**config.mk**
```make
export PLATFORM = sky130hd
export DESIGN_NAME = ipc_input_port
export DESIGN_NICKNAME = d
export VERILOG_FILES = /design/src/source/ipc_pkg.sv /design/src/source/ipc_push_if.sv /design/src/source/ipc_front_if.sv /design/src/source/ipc_channel_input.sv /design/src/source/ipc_flit_buffer.sv /design/src/source/ipc_vc_ctrl.sv /design/src/source/ipc_lookahead_update.sv /design/src/source/ipc_port_status.sv /design/src/source/ipc_input_port.sv
export VERILOG_INCLUDE_DIRS = /design/src /design/src/include
export SDC_FILE = /design/constraint.sdc
export NUM_CORES = 1
export LEC_CHECK = 0
export BUFFER_PORTS_ARGS = -buffer_cell sky130_fd_sc_hd__buf_2
export CORE_MARGIN = 2
export CORE_UTILIZATION = 45
export CTS_CLUSTER_SIZE = 20
export DETAILED_ROUTE_END_ITERATION = 8
export GPL_TIMING_DRIVEN = 0
export PLACE_DENSITY = 0.72
export SLEW_MARGIN = 15
export SYNTH_ARGS = -nofsm -noshare
export SYNTH_HDL_FRONTEND = slang
export SYNTH_SLANG_ARGS = --single-unit
```
**constraint.sdc**
```tcl
create_clock -name clk -period 5.3 [get_ports clk]
set_input_delay 0 -clock clk [delete_from_list [all_inputs] [get_ports clk]]
set_output_delay 0 -clock clk [all_outputs]
set_load 0.1 [all_outputs]
```
**src/include/ipc_defs.svh**
```systemverilog
// widths, counts and port numbers of the input port controller, included by every design file
`ifndef IPC_DEFS_SVH
`define IPC_DEFS_SVH

// virtual channels and buffer partitions
`define IPC_NUM_VCS 2
`define IPC_VC_IDX_WIDTH 1
`define IPC_VC_DEPTH 4
`define IPC_CNT_WIDTH 3

// router ports, node first, then x-, x+, y-, y+
`define IPC_NUM_PORTS 5
`define IPC_PORT_IDX_WIDTH 3
`define IPC_PORT_NODE 3'd0
`define IPC_PORT_XM 3'd1
`define IPC_PORT_XP 3'd2
`define IPC_PORT_YM 3'd3
`define IPC_PORT_YP 3'd4

// addressing in the 4x4 mesh, y in the upper half
`define IPC_DIM_ADDR_WIDTH 2
`define IPC_ROUTER_ADDR_WIDTH 4

// channel is valid, vc index, head, tail, data
`define IPC_FLIT_DATA_WIDTH 32
`define IPC_CHANNEL_WIDTH 36
`define IPC_FLOW_CTRL_WIDTH 2

`endif

```
**src/source/ipc_pkg.sv**
```systemverilog
// flit word types shared by the interfaces, the VC controllers and the lookahead update
`default_nettype none

`include "ipc_defs.svh"

package ipc_pkg;

   // ------------------------------
   // head flit layout
   // ------------------------------

   // lar_port is the output port at the router that holds the flit
   typedef struct packed {
      logic [`IPC_PORT_IDX_WIDTH-1:0] lar_port;
      logic [`IPC_DIM_ADDR_WIDTH-1:0] dest_y;
      logic [`IPC_DIM_ADDR_WIDTH-1:0] dest_x;
      logic [`IPC_FLIT_DATA_WIDTH-`IPC_PORT_IDX_WIDTH-2*`IPC_DIM_ADDR_WIDTH-1:0] payload;
   } flit_header_t;

   // body flits are read raw, head flits through hdr
   typedef union packed {
      logic [0:`IPC_FLIT_DATA_WIDTH-1] raw;
      flit_header_t                    hdr;
   } flit_word_u;

endpackage

`default_nettype wire

```
**src/source/ipc_push_if.sv**
```systemverilog
// staged incoming flit strobe from the channel input to the flit buffer and VC controllers
`timescale 1ns/1ps
`default_nettype none

`include "ipc_defs.svh"

interface ipc_push_if
   import ipc_pkg::*;
();

   // a flit is present in every cycle with valid high
   logic                     valid;
   logic                     head;
   logic                     tail;
   logic [0:`IPC_NUM_VCS-1]  sel_ivc;
   flit_word_u               data;

   modport source (output valid, head, tail, sel_ivc, data);
   modport sink (input valid, head, tail, sel_ivc, data);

endinterface

`default_nettype wire

```
**src/source/ipc_front_if.sv**
```systemverilog
// per-VC buffer front state and pop strobes, driven by the flit buffer for its readers
`timescale 1ns/1ps
`default_nettype none

`include "ipc_defs.svh"

interface ipc_front_if
   import ipc_pkg::*;
();

   logic [0:`IPC_NUM_VCS-1]       empty_ivc;
   // exactly one flit held
   logic [0:`IPC_NUM_VCS-1]       almost_empty_ivc;
   logic [0:`IPC_NUM_VCS-1]       tail_ivc;
   flit_word_u [0:`IPC_NUM_VCS-1] front_ivc;
   // high in the cycle a flit of that VC is removed
   logic [0:`IPC_NUM_VCS-1]       pop_ivc;

   modport buffer (output empty_ivc, almost_empty_ivc, tail_ivc, front_ivc, pop_ivc);
   modport reader (input empty_ivc, almost_empty_ivc, tail_ivc, front_ivc, pop_ivc);

endinterface

`default_nettype wire

```
**src/source/ipc_channel_input.sv**
```systemverilog
// channel input stage, registers the incoming channel and decodes its VC index to one-hot
`timescale 1ns/1ps
`default_nettype none

`include "ipc_defs.svh"

module ipc_channel_input (
   input  wire                          clk,
   input  wire                          reset,
   input  wire [0:`IPC_CHANNEL_WIDTH-1] channel_in,
   ipc_push_if.source                   push
);

   // field positions after the valid bit
   localparam int head_pos = 1 + `IPC_VC_IDX_WIDTH;
   localparam int tail_pos = head_pos + 1;
   localparam int data_pos = tail_pos + 1;

   logic                            valid_q;
   logic                            head_q;
   logic                            tail_q;
   logic [0:`IPC_VC_IDX_WIDTH-1]    vc_q;
   logic [0:`IPC_FLIT_DATA_WIDTH-1] data_q;

   always_ff @(posedge clk)
   begin
      if (reset)
         valid_q <= 1'b0;
      else
         valid_q <= channel_in[0];
   end

   // flit fields only matter while valid is set
   always_ff @(posedge clk)
   begin
      vc_q   <= channel_in[1 +: `IPC_VC_IDX_WIDTH];
      head_q <= channel_in[head_pos];
      tail_q <= channel_in[tail_pos];
      data_q <= channel_in[data_pos +: `IPC_FLIT_DATA_WIDTH];
   end

   always_comb
   begin
      push.sel_ivc       = '0;
      push.sel_ivc[vc_q] = 1'b1;
   end

   assign push.valid = valid_q;
   assign push.head  = head_q;
   assign push.tail  = tail_q;
   assign push.data  = data_q;

   a_sel_onehot: assert property (@(posedge clk) disable iff (reset)
      push.valid |-> $onehot(push.sel_ivc));

endmodule

`default_nettype wire

```
**src/source/ipc_flit_buffer.sv**
```systemverilog
// statically partitioned flit buffer, one circular FIFO per VC with front peek and pop strobes
`timescale 1ns/1ps
`default_nettype none

`include "ipc_defs.svh"

module ipc_flit_buffer (
   input  wire                    clk,
   input  wire                    reset,
   ipc_push_if.sink               push,
   input  wire                    flit_sent_in,
   input  wire [0:`IPC_NUM_VCS-1] flit_sel_in_ivc,
   ipc_front_if.buffer            front,
   output logic [0:`IPC_NUM_VCS-1] overflow_ivc,
   output logic [0:`IPC_NUM_VCS-1] underflow_ivc
);

   localparam int ptr_width = $clog2(`IPC_VC_DEPTH);
   localparam logic [`IPC_CNT_WIDTH-1:0] depth_cnt = `IPC_CNT_WIDTH'(`IPC_VC_DEPTH);
   localparam logic [`IPC_CNT_WIDTH-1:0] cnt_one = `IPC_CNT_WIDTH'(1);
   localparam logic [ptr_width-1:0] ptr_one = ptr_width'(1);

   // ------------------------------
   // storage and pointers
   // ------------------------------

   logic [0:`IPC_FLIT_DATA_WIDTH-1] mem_q [0:`IPC_NUM_VCS-1][0:`IPC_VC_DEPTH-1];
   logic [0:`IPC_VC_DEPTH-1]        tail_mem_q [0:`IPC_NUM_VCS-1];
   logic [ptr_width-1:0]            wr_ptr_q [0:`IPC_NUM_VCS-1];
   logic [ptr_width-1:0]            rd_ptr_q [0:`IPC_NUM_VCS-1];
   logic [`IPC_CNT_WIDTH-1:0]       count_q [0:`IPC_NUM_VCS-1];

   logic [0:`IPC_NUM_VCS-1] push_req;
   logic [0:`IPC_NUM_VCS-1] pop_req;
   logic [0:`IPC_NUM_VCS-1] empty;
   logic [0:`IPC_NUM_VCS-1] full;
   logic [0:`IPC_NUM_VCS-1] wr_en;
   logic [0:`IPC_NUM_VCS-1] pop_en;

   assign push_req = push.sel_ivc & {`IPC_NUM_VCS{push.valid}};
   assign pop_req  = flit_sel_in_ivc & {`IPC_NUM_VCS{flit_sent_in}};

   // a push into a full partition is dropped, a send from an empty one ignored
   assign wr_en         = push_req & ~full;
   assign pop_en        = pop_req & ~empty;
   assign overflow_ivc  = push_req & full;
   assign underflow_ivc = pop_req & empty;

   always_ff @(posedge clk)
   begin
      for (int v = 0; v < `IPC_NUM_VCS; v++)
      begin
         if (wr_en[v])
         begin
            mem_q[v][wr_ptr_q[v]]      <= push.data;
            tail_mem_q[v][wr_ptr_q[v]] <= push.tail;
         end
      end
   end

   always_ff @(posedge clk)
   begin
      for (int v = 0; v < `IPC_NUM_VCS; v++)
      begin
         if (reset)
         begin
            wr_ptr_q[v] <= '0;
            rd_ptr_q[v] <= '0;
            count_q[v]  <= '0;
         end
         else
         begin
            if (wr_en[v])
               wr_ptr_q[v] <= wr_ptr_q[v] + ptr_one;
            if (pop_en[v])
               rd_ptr_q[v] <= rd_ptr_q[v] + ptr_one;
            case ({wr_en[v], pop_en[v]})
               2'b10:   count_q[v] <= count_q[v] + cnt_one;
               2'b01:   count_q[v] <= count_q[v] - cnt_one;
               default: count_q[v] <= count_q[v];
            endcase
         end
      end
   end

   // ------------------------------
   // front peek
   // ------------------------------

   always_comb
   begin
      for (int v = 0; v < `IPC_NUM_VCS; v++)
      begin
         empty[v]                 = (count_q[v] == '0);
         full[v]                  = (count_q[v] == depth_cnt);
         front.almost_empty_ivc[v] = (count_q[v] == cnt_one);
         front.tail_ivc[v]        = tail_mem_q[v][rd_ptr_q[v]];
         front.front_ivc[v]       = mem_q[v][rd_ptr_q[v]];
      end
   end

   assign front.empty_ivc = empty;
   assign front.pop_ivc   = pop_en;

   for (genvar v = 0; v < `IPC_NUM_VCS; v++)
   begin : g_chk
      a_count_bound: assert property (@(posedge clk) disable iff (reset)
         count_q[v] <= depth_cnt);
   end

endmodule

`default_nettype wire

```
**src/source/ipc_vc_ctrl.sv**
```systemverilog
// input VC controller, tracks head flits and the packet route and checks flit types for one VC
`timescale 1ns/1ps
`default_nettype none

`include "ipc_defs.svh"

module ipc_vc_ctrl
   import ipc_pkg::*;
#(
   parameter int vc_id = 0
) (
   input  wire                      clk,
   input  wire                      reset,
   ipc_push_if.sink                 push,
   ipc_front_if.reader              front,
   output logic                     flit_valid_out,
   output logic                     flit_last_out,
   output logic                     flit_head_out,
   output logic                     flit_tail_out,
   output logic [0:`IPC_NUM_PORTS-1] route_out_op,
   output logic                     error_flit_type,
   output logic                     error_invalid_port
);

   flit_word_u                     front_word;
   logic                           empty;
   logic                           pop;
   logic                           head_q;
   logic                           open_q;
   logic                           push_sel;
   logic [`IPC_PORT_IDX_WIDTH-1:0] route_q;
   logic [`IPC_PORT_IDX_WIDTH-1:0] sel_port;

   assign front_word = front.front_ivc[vc_id];
   assign empty      = front.empty_ivc[vc_id];
   assign pop        = front.pop_ivc[vc_id];
   assign push_sel   = push.valid & push.sel_ivc[vc_id];

   // ------------------------------
   // head tracking and route hold
   // ------------------------------

   // the flit after a tail starts the next packet
   always_ff @(posedge clk)
   begin
      if (reset)
      begin
         head_q  <= 1'b1;
         route_q <= `IPC_PORT_NODE;
      end
      else if (pop)
      begin
         head_q <= front.tail_ivc[vc_id];
         if (head_q)
            route_q <= front_word.hdr.lar_port;
      end
   end

   assign flit_valid_out = ~empty;
   assign flit_last_out  = front.almost_empty_ivc[vc_id];
   assign flit_head_out  = head_q;
   assign flit_tail_out  = front.tail_ivc[vc_id];

   // body flits follow the port captured from their head
   assign sel_port = head_q ? front_word.hdr.lar_port : route_q;

   always_comb
   begin
      route_out_op = '0;
      if (!empty && sel_port < `IPC_NUM_PORTS)
         route_out_op[sel_port] = 1'b1;
   end

   assign error_invalid_port = ~empty & head_q & (front_word.hdr.lar_port >= `IPC_NUM_PORTS);

   // ------------------------------
   // packet framing on the channel
   // ------------------------------

   always_ff @(posedge clk)
   begin
      if (reset)
         open_q <= 1'b0;
      else if (push_sel)
         open_q <= push.head ? ~push.tail : (open_q & ~push.tail);
   end

   assign error_flit_type = push_sel & (push.head ? open_q : ~open_q);

   a_route_onehot0: assert property (@(posedge clk) disable iff (reset)
      $onehot0(route_out_op));

endmodule

`default_nettype wire

```
**src/source/ipc_lookahead_update.sv**
```systemverilog
// output register that recomputes the lookahead port of sent head flits for the next router
`timescale 1ns/1ps
`default_nettype none

`include "ipc_defs.svh"

module ipc_lookahead_update
   import ipc_pkg::*;
(
   input  wire                              clk,
   input  wire                              reset,
   input  wire [0:`IPC_ROUTER_ADDR_WIDTH-1] router_address,
   ipc_front_if.reader                      front,
   input  wire [0:`IPC_NUM_VCS-1]           flit_head_ivc,
   output logic [0:`IPC_FLIT_DATA_WIDTH-1]  flit_data_out
);

   flit_word_u                     pop_word;
   flit_word_u                     out_word;
   logic                           pop_head;
   logic [`IPC_DIM_ADDR_WIDTH-1:0] next_x;
   logic [`IPC_DIM_ADDR_WIDTH-1:0] next_y;
   logic [`IPC_PORT_IDX_WIDTH-1:0] next_port;

   // popped word, pop_ivc is at most one-hot
   always_comb
   begin
      pop_word = '0;
      for (int v = 0; v < `IPC_NUM_VCS; v++)
         if (front.pop_ivc[v])
            pop_word = front.front_ivc[v];
   end

   assign pop_head = |(front.pop_ivc & flit_head_ivc);

   // ------------------------------
   // next hop, wraps modulo 4
   // ------------------------------

   always_comb
   begin
      next_y = router_address[0 +: `IPC_DIM_ADDR_WIDTH];
      next_x = router_address[`IPC_DIM_ADDR_WIDTH +: `IPC_DIM_ADDR_WIDTH];
      case (pop_word.hdr.lar_port)
         `IPC_PORT_XM: next_x = next_x - 1'b1;
         `IPC_PORT_XP: next_x = next_x + 1'b1;
         `IPC_PORT_YM: next_y = next_y - 1'b1;
         `IPC_PORT_YP: next_y = next_y + 1'b1;
         default:      ;
      endcase
   end

   // x first, then y
   always_comb
   begin
      if (pop_word.hdr.dest_x < next_x)
         next_port = `IPC_PORT_XM;
      else if (pop_word.hdr.dest_x > next_x)
         next_port = `IPC_PORT_XP;
      else if (pop_word.hdr.dest_y < next_y)
         next_port = `IPC_PORT_YM;
      else if (pop_word.hdr.dest_y > next_y)
         next_port = `IPC_PORT_YP;
      else
         next_port = `IPC_PORT_NODE;
   end

   always_comb
   begin
      out_word = pop_word;
      if (pop_head)
         out_word.hdr.lar_port = next_port;
   end

   always_ff @(posedge clk)
   begin
      if (reset)
         flit_data_out <= '0;
      else if (|front.pop_ivc)
         flit_data_out <= out_word.raw;
   end

endmodule

`default_nettype wire

```
**src/source/ipc_port_status.sv**
```systemverilog
// registers outgoing credits and the error flags of the port
`timescale 1ns/1ps
`default_nettype none

`include "ipc_defs.svh"

module ipc_port_status (
   input  wire                             clk,
   input  wire                             reset,
   input  wire [0:`IPC_NUM_VCS-1]          pop_ivc,
   input  wire [0:2*`IPC_NUM_VCS-1]        vc_errors,
   input  wire [0:2*`IPC_NUM_VCS-1]        buffer_errors,
   output logic [0:`IPC_FLOW_CTRL_WIDTH-1] flow_ctrl_out,
   output logic                            error
);

   logic [0:`IPC_VC_IDX_WIDTH-1] pop_vc;
   logic [0:4*`IPC_NUM_VCS-1]    errors_q;

   // encode the popped VC for the credit
   always_comb
   begin
      pop_vc = '0;
      for (int v = 0; v < `IPC_NUM_VCS; v++)
         if (pop_ivc[v])
            pop_vc = `IPC_VC_IDX_WIDTH'(v);
   end

   // one-cycle credit pulse, errors are not held
   always_ff @(posedge clk)
   begin
      if (reset)
      begin
         flow_ctrl_out <= '0;
         errors_q      <= '0;
      end
      else
      begin
         flow_ctrl_out <= {|pop_ivc, pop_vc};
         errors_q      <= {vc_errors, buffer_errors};
      end
   end

   assign error = |errors_q;

endmodule

`default_nettype wire

```
**src/source/ipc_input_port.sv**
```systemverilog
// input port controller of one mesh router port, top level with plain ports
`timescale 1ns/1ps
`default_nettype none

`include "ipc_defs.svh"

module ipc_input_port (
   input  wire                                  clk,
   input  wire                                  reset,
   input  wire [0:`IPC_ROUTER_ADDR_WIDTH-1]     router_address,
   input  wire [0:`IPC_CHANNEL_WIDTH-1]         channel_in,
   output wire [0:`IPC_NUM_VCS*`IPC_NUM_PORTS-1] route_out_ivc_op,
   output wire [0:`IPC_NUM_VCS-1]               flit_valid_out_ivc,
   output wire [0:`IPC_NUM_VCS-1]               flit_last_out_ivc,
   output wire [0:`IPC_NUM_VCS-1]               flit_head_out_ivc,
   output wire [0:`IPC_NUM_VCS-1]               flit_tail_out_ivc,
   output wire [0:`IPC_FLIT_DATA_WIDTH-1]       flit_data_out,
   input  wire [0:`IPC_NUM_VCS-1]               flit_sel_in_ivc,
   input  wire                                  flit_sent_in,
   output wire [0:`IPC_FLOW_CTRL_WIDTH-1]       flow_ctrl_out,
   output wire                                  error
);

   ipc_push_if  push_bus ();
   ipc_front_if front_bus ();

   wire [0:`IPC_NUM_VCS-1]   overflow_ivc;
   wire [0:`IPC_NUM_VCS-1]   underflow_ivc;
   // flit-type and invalid-port error per VC
   wire [0:2*`IPC_NUM_VCS-1] vc_errors;

   ipc_channel_input i_chi (
      .clk        (clk),
      .reset      (reset),
      .channel_in (channel_in),
      .push       (push_bus.source)
   );

   ipc_flit_buffer i_fb (
      .clk             (clk),
      .reset           (reset),
      .push            (push_bus.sink),
      .flit_sent_in    (flit_sent_in),
      .flit_sel_in_ivc (flit_sel_in_ivc),
      .front           (front_bus.buffer),
      .overflow_ivc    (overflow_ivc),
      .underflow_ivc   (underflow_ivc)
   );

   // ------------------------------
   // one controller per VC
   // ------------------------------

   for (genvar v = 0; v < `IPC_NUM_VCS; v++)
   begin : g_ivc
      ipc_vc_ctrl #(
         .vc_id (v)
      ) i_vcc (
         .clk                (clk),
         .reset              (reset),
         .push               (push_bus.sink),
         .front              (front_bus.reader),
         .flit_valid_out     (flit_valid_out_ivc[v]),
         .flit_last_out      (flit_last_out_ivc[v]),
         .flit_head_out      (flit_head_out_ivc[v]),
         .flit_tail_out      (flit_tail_out_ivc[v]),
         .route_out_op       (route_out_ivc_op[v*`IPC_NUM_PORTS +: `IPC_NUM_PORTS]),
         .error_flit_type    (vc_errors[2*v]),
         .error_invalid_port (vc_errors[2*v+1])
      );
   end

   ipc_lookahead_update i_lau (
      .clk            (clk),
      .reset          (reset),
      .router_address (router_address),
      .front          (front_bus.reader),
      .flit_head_ivc  (flit_head_out_ivc),
      .flit_data_out  (flit_data_out)
   );

   ipc_port_status i_ps (
      .clk           (clk),
      .reset         (reset),
      .pop_ivc       (front_bus.pop_ivc),
      .vc_errors     (vc_errors),
      .buffer_errors ({overflow_ivc, underflow_ivc}),
      .flow_ctrl_out (flow_ctrl_out),
      .error         (error)
   );

endmodule

`default_nettype wire

```
==> flow_metrics.tcl <==
set metrics [dict create \
    path_max_fanout 8 \
    postCtsSetupRepairBufs 0 \
    core_um2 30300 \
    dr.first_iter.drc_count 679 \
    crit_family "compound AO/OA/AOI/OAI gates" \
    grt_pass1_wl_mm 44.7 \
    yosys_register_bits 366 \
    layout-drive-gt1-share 0.261 \
    num_vias 7670 \
    drv_slew 0 \
    finalWorstSetupSlack_ns 1.63 \
    cp_num_buf_inv 2 \
    die_area_um2 32100 \
    chipHeight_um 179 \
    crit_path_top_delay_cell "a211oi_4" \
    routed_wirelength_mm 29.5 \
    syn_nets 868 \
    clock-sinks 366 \
    fp.dieW_um 179 \
    final_nets 1051 \
    fin_skew_ns 0.0347 \
    cts_buffers 37 \
    routed_via_density 5.45 \
    diodes 0 \
    hold_ws_ns 0.0142 \
    hold_viol 0 \
    relSlewSlack 0.352 \
    routed_wire_length_per_instance_um 21.0 \
    synth_edf_count 278 \
    setup-violations-final 0 \
    multi_input_area_um2 3400 \
    async_reset_ff_frac 0 \
    fmax_mhz 272 \
    rsz0062_at_grt "false" \
    grtUsageTotal 0.188 \
    grt_overflow_total 0 \
    tightest_slew_ns 0.968 \
    final_util 0.546 \
    max_stage_delay_ns 0.49 \
    clockRootBuffer "clkbuf_16" \
    period_share 0.693 \
    io_buffers 96 \
    worst_setup_path_start_kind "register" \
    gp_congestion 0.780 \
    yosys.cell_count.top_type "edfxtp_1" \
    synth_area_leaders "edfxtp_1 61%, dfxtp_1 13%, mux4_2 11%, ha_1 2.2%, nand2_1 1.9%" \
    io_pins 98 \
    synth_top_cell_area_share 0.605 \
    required_ns 5.67 \
    antenna_found_initial 0 \
    yosysUniqueCellTypes 45 \
    synth_area_um2 13800 \
    hp-class "input port to register" \
    path_clk_slew_ns 0.06 \
    arrival_ns 4.04 \
    seq_area_um2 10100 \
    synthesis.instances 799 \
    start_util 0.454 \
    p_per_area_nw_per_um2 397 \
    crit_path_end_kind "register" \
    crit_chain "inv_1, ha_1, nand2b_1, buf_2, a211oi_4, a22oi_2, or3_1, a21oi_2, xnor2_1, ha_1, a21oi_1, a21oi_1, and3b_1, a211oi_1, nor3_1" \
    layout_min_cycle_time_ns 3.67 \
    grt_max_degree 25 \
    yosysSeqAreaShare 0.733 \
    status "finished clean" \
    drc_errors 0 \
    hpwl_mm 18.6 \
    finalSetupTns_ns 0 \
    synth_area_per_cell_um2 17.3 \
    clockBufferDepth 3 \
    grt_pass1_vias 7760 \
    ys.warnings.count 0 \
    synth_common_cells "278 x edfxtp_1, 88 x dfxtp_1, 70 x nand2_1, 66 x mux4_2, 62 x nor2_1" \
    clock_latency_ns 0.54 \
    finalNonFillerCells 1407 \
    syn_to_final_growth_pct 20.1 \
    yosys.area.top_type "edfxtp_1" \
    worstSetupPathType "register to register" \
    synth_flop_cell "edfxtp_1" \
    pre_cts_slack_ns 1.69 \
    htree_levels 2 \
    detail_route.first_pass.iterations 5 \
    cts_tree "yes" \
    cap_violations 0 \
    vdd_drop_max_mv 0.301 \
    dp.cells 1299 \
    p_leak_nw 5.85 \
    rows 64 \
    ant_nets 0 \
    fillers 2343 \
]
## cells in the final DEF (no fill, tap or decap), types with 9 or more instances in the layout
cell / netlist / layout
clkbuf_1: 29 / 41
nor2_1: 62 / 62
buf_2: 7 / 103
a21oi_1: 13 / 13
inv_1: 15 / 15
clkbuf_16: 0 / 39
a311oi_1: 26 / 26
dlygate4sd3_1: 0 / 40
mux2i_1: 9 / 9
nand2_1: 70 / 70
edfxtp_1: 278 / 278
ha_1: 24 / 24
mux4_2: 66 / 66
dfxtp_1: 88 / 88
nor3_1: 19 / 19
## path summary, 6_finish.rpt
check / startpoint / endpoint / slack [ns] / depth (start not counted)
hold reg to reg: i_lau.flit_data_out[4] / i_lau.flit_data_out[4] / 0.45 / 2
setup / recovery: i_fb.count_q[1][0] / i_lau.flit_data_out[0] / 1.63 / 15
hold / removal: flit_sent_in / g_ivc[0].i_vcc.route_q[0] / 0.01 / 5
setup reg to reg: i_fb.count_q[1][0] / i_lau.flit_data_out[0] / 1.63 / 15
## worst reg2reg max path, cell delays in order, from the launching register on
cell      delay [ns]
edfxtp_1        0.43
inv_1           0.11
ha_1            0.19
nand2b_1        0.06
buf_2           0.18
a211oi_4        0.50
a22oi_2         0.25
or3_1           0.40
a21oi_2         0.16
xnor2_1         0.14
ha_1            0.29
a21oi_1         0.27
a21oi_1         0.06
and3b_1         0.19
a211oi_1        0.22
nor3_1          0.08
## report_power, final
| group | leakage, nW | internal [mW] | switching [mW] |
|---|---|---|---|
| sequential | 3.26 | 3.17 | 0.0614 |
| combinational | 1.99 | 0.222 | 0.542 |
| clock | 0.605 | 1.53 | 1.05 |
| total | 5.85 | 4.92 | 1.66 |
## layout make-up
type / instances / share of cell area
multi-input combinational: 369 / 0.205
inverter: 16 / 0.00362
clock inverter: 12 / 0.00815
sequential: 366 / 0.610
timing repair buffer: 144 / 0.0633
tap: 396 / 0.0299
buffer: 48 / 0.0141
clock buffer: 56 / 0.0658
## metal layers
layer | routed length [um] | vias to the layer above | track usage
met2 | 14000 | 319 | 0.310
met1 | 12800 | 3861 | 0.258
met5 | 0 | - | 0
li1 | - | 3437 | -
met3 | 2130 | 53 | 0.0346
met4 | 658 | 0 | 0.0528
## state kept, by name, summed over array words and instances, names as in the netlist
register                   cells
g_ivc.i_vcc.flit_head_out      2
g_ivc.i_vcc.open_q             2
g_ivc.i_vcc.route_q            6
i_chi.push.data               32
i_chi.push.head                1
i_chi.push.tail                1
i_chi.push.valid               1
i_chi.vc_q                     1
i_fb.count_q                   6
i_fb.mem_q                   256
i_fb.rd_ptr_q                  4
i_fb.tail_mem_q                8
i_fb.wr_ptr_q                  4
i_lau.flit_data_out           32
i_ps.errors_q                  8
i_ps.flow_ctrl_out             2
## what timing repair did
item,in CTS,in global routing
hold buffers,40,0
hold endpoints to repair,40,0
gates resized for setup,0,0
## logic make-up after synthesis
kind of cell,share of synthesized area
xor+xnor,0.00826
mux,0.116
simple gates,0.0621
flops,0.733
fa+ha+maj,0.0218
buf+inv,0.0213
compound gates,0.0376
## stage by stage
stage / instance area [um2] / power (mW)
2_1_floorplan: 13800 / 3.85
6_report: 16600 / 6.58
3_5_place_dp: 14900 / 4.03
5_1_grt: 16600 / 6.79
3_3_place_gp: 14800 / 4.01
4_1_cts: 16600 / 6.62
Note: power is estimated with default switching activity, not from simulation.
